===== src/hdl/mem_stage_params.svh =====
`ifndef MEM_STAGE_PARAMS_SVH
`define MEM_STAGE_PARAMS_SVH

// ************************************************************************
// decoder opcode codes seen by the memory stage
// ************************************************************************

// loads
`define OP_LB       24'd11
`define OP_LH       24'd12
`define OP_LW       24'd13
`define OP_LBU      24'd14
`define OP_LHU      24'd15
`define OP_LWU      24'd41
`define OP_LD       24'd42

// stores
`define OP_SB       24'd16
`define OP_SH       24'd17
`define OP_SW       24'd18
`define OP_SD       24'd43

// link codes, write pc + 4
`define OP_JAL      24'd4
`define OP_JALR     24'h300

// csr reads, value arrives on src2
`define OP_CSR_A    24'd49
`define OP_CSR_B    24'd50

// case-item groups
`define OP_LOAD_CODES  `OP_LB, `OP_LH, `OP_LW, `OP_LBU, `OP_LHU, `OP_LWU, `OP_LD
`define OP_STORE_CODES `OP_SB, `OP_SH, `OP_SW, `OP_SD

// every other register writer takes the ALU result
`define OP_ALU_CODES \
    24'h4000, 24'h5000, 24'h6000, 24'h7000, 24'h8000, 24'h9000, 24'h10000, \
    24'h12000, 24'h13000, 24'h14000, 24'h15000, 24'h16000, 24'h17000, \
    24'h18000, 24'h19000, 24'h1a000, 24'h1b000, 24'h1d000, 24'h21000, \
    24'h22000, 24'h24000, 24'h25000, 24'h26000, 24'h27000, 24'h28000, \
    24'h29000, 24'h100, 24'h200, 24'h400, 24'h800, 24'hc00, \
    24'd19, 24'd20, 24'd21, 24'd22, 24'd23, 24'd24, 24'd47

// ************************************************************************
// data RAM geometry
// ************************************************************************

// depth in 64-bit words, index taken from address bits above bit 2
`define MEM_WORDS   512
`define MEM_IDX_W   9

`endif


===== src/hdl/mem_stage_pkg.sv =====
// ************************************************************************
// shared types for the memory-access stage and its data RAM
// ************************************************************************

package mem_stage_pkg;

    // one machine word of the RV64 datapath
    // carries pc, ALU result, operands, memory data and write-back value
    typedef logic [63:0] xlen_t;

    // one fetched instruction word
    typedef logic [31:0] inst_t;

    // decoder operation code
    // codes are listed as macros in mem_stage_params.svh
    typedef logic [23:0] op_code_t;

    // byte-lane enables for a 64-bit word
    // bit n enables byte n, i.e. data bits 8n+7 down to 8n
    typedef logic [7:0] byte_mask_t;

    // architectural register index, x0 to x31
    typedef logic [4:0] reg_idx_t;

endpackage : mem_stage_pkg


===== src/hdl/load_extract.sv =====
`timescale 1ns/10ps

`include "mem_stage_params.svh"

module load_extract import mem_stage_pkg::*; (
    input  op_code_t   opcode,
    input  logic [2:0] addr_lo,
    input  xlen_t      rd_data,
    output xlen_t      load_value
);

    // read word moved down so the addressed byte sits in lane 0
    xlen_t       shifted;
    logic [7:0]  ld_byte;
    logic [15:0] ld_half;
    logic [31:0] ld_word;

    assign shifted = rd_data >> {addr_lo, 3'b000};

    // ************************************************************************
    // field selection
    // ************************************************************************

    assign ld_byte = shifted[7:0];

    // halfword at offset 7 has no upper byte in this word
    // reads back as zero, same as the store side drops it
    assign ld_half = (addr_lo == 3'd7) ? 16'h0000 : shifted[15:0];

    // words are aligned on bit 2 only
    assign ld_word = addr_lo[2] ? rd_data[63:32] : rd_data[31:0];

    // ************************************************************************
    // sign or zero extension
    // ************************************************************************

    always_comb begin
        case (opcode)
            // signed
            `OP_LB:  load_value = {{56{ld_byte[7]}}, ld_byte};
            `OP_LH:  load_value = {{48{ld_half[15]}}, ld_half};
            `OP_LW:  load_value = {{32{ld_word[31]}}, ld_word};

            // unsigned
            `OP_LBU: load_value = {56'b0, ld_byte};
            `OP_LHU: load_value = {48'b0, ld_half};
            `OP_LWU: load_value = {32'b0, ld_word};

            // whole word as read
            `OP_LD:  load_value = rd_data;

            default: load_value = '0;
        endcase
    end

endmodule : load_extract


===== src/hdl/mem_stage.sv =====
`timescale 1ns/10ps

`include "mem_stage_params.svh"

module mem_stage import mem_stage_pkg::*; (
    input  logic       clk,
    input  logic       rst,

    // from execute
    input  logic       valid_ex_mem,
    input  xlen_t      pc_ex_mem,
    input  inst_t      inst_ex_mem,
    input  op_code_t   opcode_ex_mem,
    input  xlen_t      alu_result_ex_mem,
    input  xlen_t      src2_ex_mem,

    // to write-back
    output logic       valid_mem_wb,
    output xlen_t      pc_mem_wb,
    output inst_t      inst_mem_wb,
    output logic       reg_wr_en,
    output reg_idx_t   reg_wr_idx,
    output xlen_t      reg_wr_value,

    // data RAM side
    output xlen_t      rd_addr,
    input  xlen_t      rd_data,
    output logic       wr_en,
    output xlen_t      wr_addr,
    output xlen_t      wr_data,
    output byte_mask_t wr_mask
);

    // stage register
    logic     valid_q;
    xlen_t    pc_q;
    inst_t    inst_q;
    op_code_t opcode_q;
    xlen_t    alu_result_q;
    xlen_t    src2_q;

    // decode results
    logic     is_load;
    logic     is_store;
    logic     wb_en;
    xlen_t    wb_value;
    xlen_t    load_value;

    // ************************************************************************
    // stage register
    // ************************************************************************

    // valid is the only control bit
    always_ff @(posedge clk) begin
        if (rst) begin
            valid_q <= 1'b0;
        end else begin
            valid_q <= valid_ex_mem;
        end
    end

    // payload follows every cycle
    always_ff @(posedge clk) begin
        pc_q         <= pc_ex_mem;
        inst_q       <= inst_ex_mem;
        opcode_q     <= opcode_ex_mem;
        alu_result_q <= alu_result_ex_mem;
        src2_q       <= src2_ex_mem;
    end

    // ************************************************************************
    // opcode classes
    // ************************************************************************

    always_comb begin
        is_load  = 1'b0;
        is_store = 1'b0;
        case (opcode_q)
            `OP_LOAD_CODES:  is_load  = 1'b1;
            `OP_STORE_CODES: is_store = 1'b1;
            default: begin
                is_load  = 1'b0;
                is_store = 1'b0;
            end
        endcase
    end

    // ************************************************************************
    // memory access
    // ************************************************************************

    // address comes straight from the ALU
    assign rd_addr = is_load ? alu_result_q : '0;

    // bubbles never store
    assign wr_en   = valid_q & is_store;
    assign wr_addr = is_store ? alu_result_q : '0;

    store_align u_store_align (
        .opcode  (opcode_q),
        .addr_lo (alu_result_q[2:0]),
        .src2    (src2_q),
        .wr_data (wr_data),
        .wr_mask (wr_mask)
    );

    load_extract u_load_extract (
        .opcode     (opcode_q),
        .addr_lo    (alu_result_q[2:0]),
        .rd_data    (rd_data),
        .load_value (load_value)
    );

    // ************************************************************************
    // write-back selection
    // ************************************************************************

    always_comb begin
        wb_en    = 1'b1;
        wb_value = '0;
        case (opcode_q)
            `OP_LOAD_CODES:       wb_value = load_value;
            `OP_ALU_CODES:        wb_value = alu_result_q;
            // link address
            `OP_JAL, `OP_JALR:    wb_value = pc_q + 64'd4;
            // csr read value rides on src2
            `OP_CSR_A, `OP_CSR_B: wb_value = src2_q;
            // stores and unknown codes write nothing
            default: begin
                wb_en    = 1'b0;
                wb_value = '0;
            end
        endcase
    end

    // gated by valid, bubble gives zero index and value
    assign reg_wr_en    = valid_q & wb_en;
    assign reg_wr_idx   = valid_q ? inst_q[11:7] : '0;
    assign reg_wr_value = valid_q ? wb_value : '0;

    // pass-through to write-back
    assign valid_mem_wb = valid_q;
    assign pc_mem_wb    = pc_q;
    assign inst_mem_wb  = inst_q;

endmodule : mem_stage


===== src/hdl/store_align.sv =====
`timescale 1ns/10ps

`include "mem_stage_params.svh"

module store_align import mem_stage_pkg::*; (
    input  op_code_t   opcode,
    input  logic [2:0] addr_lo,
    input  xlen_t      src2,
    output xlen_t      wr_data,
    output byte_mask_t wr_mask
);

    // byte offset turned into a bit offset
    logic [5:0] bit_off;

    assign bit_off = {addr_lo, 3'b000};

    // ************************************************************************
    // lane placement and mask per store width
    // ************************************************************************

    always_comb begin
        // non-store codes leave both zero
        wr_data = '0;
        wr_mask = '0;

        case (opcode)
            // single byte, any offset
            `OP_SB: begin
                wr_data = {56'b0, src2[7:0]} << bit_off;
                wr_mask = 8'h01 << addr_lo;
            end

            // halfword, offset 7 would straddle the word
            `OP_SH: begin
                if (addr_lo != 3'd7) begin
                    wr_data = {48'b0, src2[15:0]} << bit_off;
                    wr_mask = 8'h03 << addr_lo;
                end
            end

            // word, lower or upper half by addr bit 2
            `OP_SW: begin
                if (addr_lo[2]) begin
                    wr_data = {src2[31:0], 32'b0};
                    wr_mask = 8'hf0;
                end else begin
                    wr_data = {32'b0, src2[31:0]};
                    wr_mask = 8'h0f;
                end
            end

            // full doubleword
            `OP_SD: begin
                wr_data = src2;
                wr_mask = 8'hff;
            end

            default: begin
                wr_data = '0;
                wr_mask = '0;
            end
        endcase
    end

endmodule : store_align


===== config.mk =====
export PLATFORM = sky130hd
export DESIGN_NAME = mem_stage
export DESIGN_NICKNAME = d
export VERILOG_FILES = /design/src/hdl/mem_stage_pkg.sv /design/src/hdl/load_extract.sv /design/src/hdl/mem_stage.sv /design/src/hdl/store_align.sv
export VERILOG_INCLUDE_DIRS = /design/src /design/src/hdl
export SDC_FILE = /design/constraint.sdc
export NUM_CORES = 1
export LEC_CHECK = 0
export BUFFER_PORTS_ARGS = -buffer_cell sky130_fd_sc_hd__buf_4
export CORE_AREA = 2 2 263 265
export CTS_CLUSTER_SIZE = 10
export DETAILED_ROUTE_END_ITERATION = 10
export DIE_AREA = 0 0 265 267
export PLACE_DENSITY_LB_ADDON = 0.12
export SYNTH_ARGS = -nofsm -noshare
export SYNTH_HDL_FRONTEND = slang
export SYNTH_SLANG_ARGS = --single-unit

===== constraint.sdc =====
create_clock -name clk -period 3.83 [get_ports clk]
set_clock_uncertainty 0.2 [all_clocks]
set_input_delay 0 -clock clk [delete_from_list [all_inputs] [get_ports clk]]
set_output_delay 0 -clock clk [all_outputs]
set_load 0.01 [all_outputs]

==> impl_metrics.ini <==
[clock_network]
cts_root_buf = clkbuf_16
clkSlewWorstSetupHoldPaths_ns = 0.06
cts_sinks = 249
cts_tree = done
clock_path_buffers = 3
cts_made_buffers = 35
htree_levels = 2

[floorplan]
die_area_um2 = 70800
start_util_pct = 18.1
row_count = 96
die_h_um = 267
core_um2 = 68000
pin_count = 683
die_w_um = 265

[critical_path]
critPathKind = flop to output pin
cp_max_fo = 33
cp.required_ns = 3.63
endpoint_kind = output pin
startpoint_type = flop
crit_arrival_ns = 3.51
cp-endpoint = reg_wr_value[41]
crit_start = alu_result_q[0]$_DFF_P_

[detailed_routing]
wl_um = 95900
wl_per_cell_um = 27.3
drt_pass1_iterations = 8
drtIter0Drc = 1462
drtAntennaViolNets = 0
via_per_inst = 4.89
vias = 17182
drc = 0

[place]
gp_congestion = 0.878
port_buffers = 682
dp_hpwl_um = 75400

[synth]
syn-num-nets = 1730
synth_area_um2 = 12300
yosysSeqAreaShare_pct = 40.4
ys_types = 69
avgSynthCellArea_um2 = 8.74
synthTopCellsByArea = dfxtp_1, o21ai_0, and2_1
yosysMostFrequentCell = dfxtp_1
synth.top_cell.area_share_pct = 40.4
ys_top_cells_by_count = dfxtp_1, o21ai_0, nand2_1
synth_ff_type = dfxtp_1
syn-instance-count = 1410
async_flop_share_pct = 0
synth_seq_cells = 249
synth_edf_count = 0
synth_area_leader_cell = dfxtp_1
synth_warnings = 0

[cells_and_area]
final_nets = 2926
multiInputGateArea_um2 = 7040
regArea_um2 = 4990
drive_gt1_share_pct = 33.9
syn_to_final_growth_pct = 105
nFillCells = 6958

[power]
p_int_mw = 5.59
p_seq_share_pct = 39.3
p_switching_mw = 1.97
powerDensity_nw_per_um2 = 299
power_frac_comb_pct = 14.8
p_leak_nw = 10.6
peakVddDrop_v = 0.000335
p_clk_share_pct = 45.8
sw_frac_of_total_pct = 26.0

[global_route]
antenna_found_initial = 20
grt_pass1_vias = 16925
grtUsageTotal_pct = 25.8
grt_overflow_total = 0
grt_max_degree = 72
grt_pass1_wl_um = 130000

[timing]
slew_headroom_pct = 47.1
hold_viol = 0
rsz0062_at_grt = no
setup_viol = 0
period_needed_ns = 3.71
final_max_slew_viol_count = 0
worst_slew_pin_slew_ns = 0.794
fmax_mhz = 269
final.period_utilization_pct = 96.9
fin_hold_ws_ns = 0.263
setup_tns_ns = 0

[outcome]
status = finished, final reports clean

[worst_hold_path]
hp-start = rd_data[21]
worstHoldPathType = primary input to output pin

[flow_run]
drv_cap = 0
[placed cells by master (no fill, tap or decap), types with 40 or more instances in the layout]
cell / instances
dfxtp_1: 246
nor2b_1: 72
buf_4: 757
and2_1: 80
dlygate4sd3_1: 500
nor2_1: 42
nand2_1: 122
a221oi_1: 40
o21ai_0: 125
a31oi_1: 56
[worst min path at each step]
stage / to / slack, ns / cells past startpoint
after floorplan: alu_result_q[0]$_DFF_P_ / -0.17 / 0
after global placement: alu_result_q[46]$_DFF_P_ / -0.1 / 1
after detailed placement: pc_mem_wb[27]$_DFF_P_ / -0.09 / 1
after CTS: reg_wr_value[21] / 0.26 / 4
after global routing: reg_wr_value[21] / 0.32 / 4
final: reg_wr_value[21] / 0.26 / 4
[cell families (layout without fill, tap and decap cells)]
| group | after synthesis | in the layout | synth area share, % |
|---|---|---|---|
| AND/OR/NAND/NOR | 521 | 521 | 23.5 |
| AO/OA/AOI/OAI | 433 | 433 | 24.3 |
| flip-flops | 249 | 249 | 40.4 |
| buffers and inverters | 126 | 1342 | 4.16 |
| XOR/XNOR | 43 | 43 | 3.06 |
| multiplexers | 33 | 33 | 4.09 |
| adder cells (fa/ha/maj) | 5 | 5 | 0.508 |
| other | 0 | 3 | 0 |
[final cells by class]
cell class | instances | area share, %
well taps | 882 | 4.37
flip-flops and latches | 249 | 19.8
inverters | 19 | 0.283
repair buffers | 1266 | 43.0
clock buffers | 46 | 3.87
diodes | 3 | 0.0297
clock inverters | 11 | 0.798
multi-input cells | 1035 | 27.9
[through the flow]
step                utilization [%]  power [mW]  cell area [um^2]  cells  setup WS [ns]
floorplan                         -        3.11             12300   1410           1.24
global placement               27.7        3.72             18900   2945          0.153
detailed placement             27.7        3.72             18900   2945          0.117
CTS                            36.9        7.65             25100   3504        0.00432
global route                   37.1        7.84             25200   3509        0.00326
finish                         37.1        7.55             25200   3511          0.118
[flip-flops by register name (all words and copies together) (netlist names)]
register / count
src2_q: 64
alu_result_q: 64
inst_mem_wb: 32
valid_mem_wb: 1
opcode_q: 24
pc_mem_wb: 64
[per-layer routing]
metal	vias to the layer above	global-route usage [%]	share of wire [%]
met5	-	0	0.23
met4	32	6.83	3.0
met3	162	5.67	7.0
met2	766	44.4	49
met1	8513	32.4	41
li1	7709	-	-
[power groups by stage]
| stage | Combinational, mW | Sequential (mW) | Clock [mW] |
|---|---|---|---|
| floorplan | 0.208 | 2.90 | 0 |
| finish | 1.12 | 2.97 | 3.46 |
| detailed placement | 0.695 | 3.02 | 0 |
| global route | 1.19 | 2.98 | 3.67 |
| CTS | 1.11 | 2.97 | 3.57 |
| global placement | 0.696 | 3.02 | 0 |
[repair_timing]
action | in CTS | in global routing
pin swaps | 1 | 2
hold buffers | 500 | 0
setup buffers | 2 | 4
endpoints found under the setup margin | 114 | 57
gates resized for setup | 9 | 19
endpoints found under the hold margin | 249 | 0
[worst max-delay path, stage by stage (launching register included)]
cell	delay, ns
dfxtp_2	0.49
buf_4	0.23
mux2i_1	0.21
o211ai_1	0.17
and3_1	0.22
a221o_1	0.33
buf_12	0.19
a221oi_1	0.65
a31oi_1	0.24
buf_4	0.20
(Power assumes the default switching activity.)
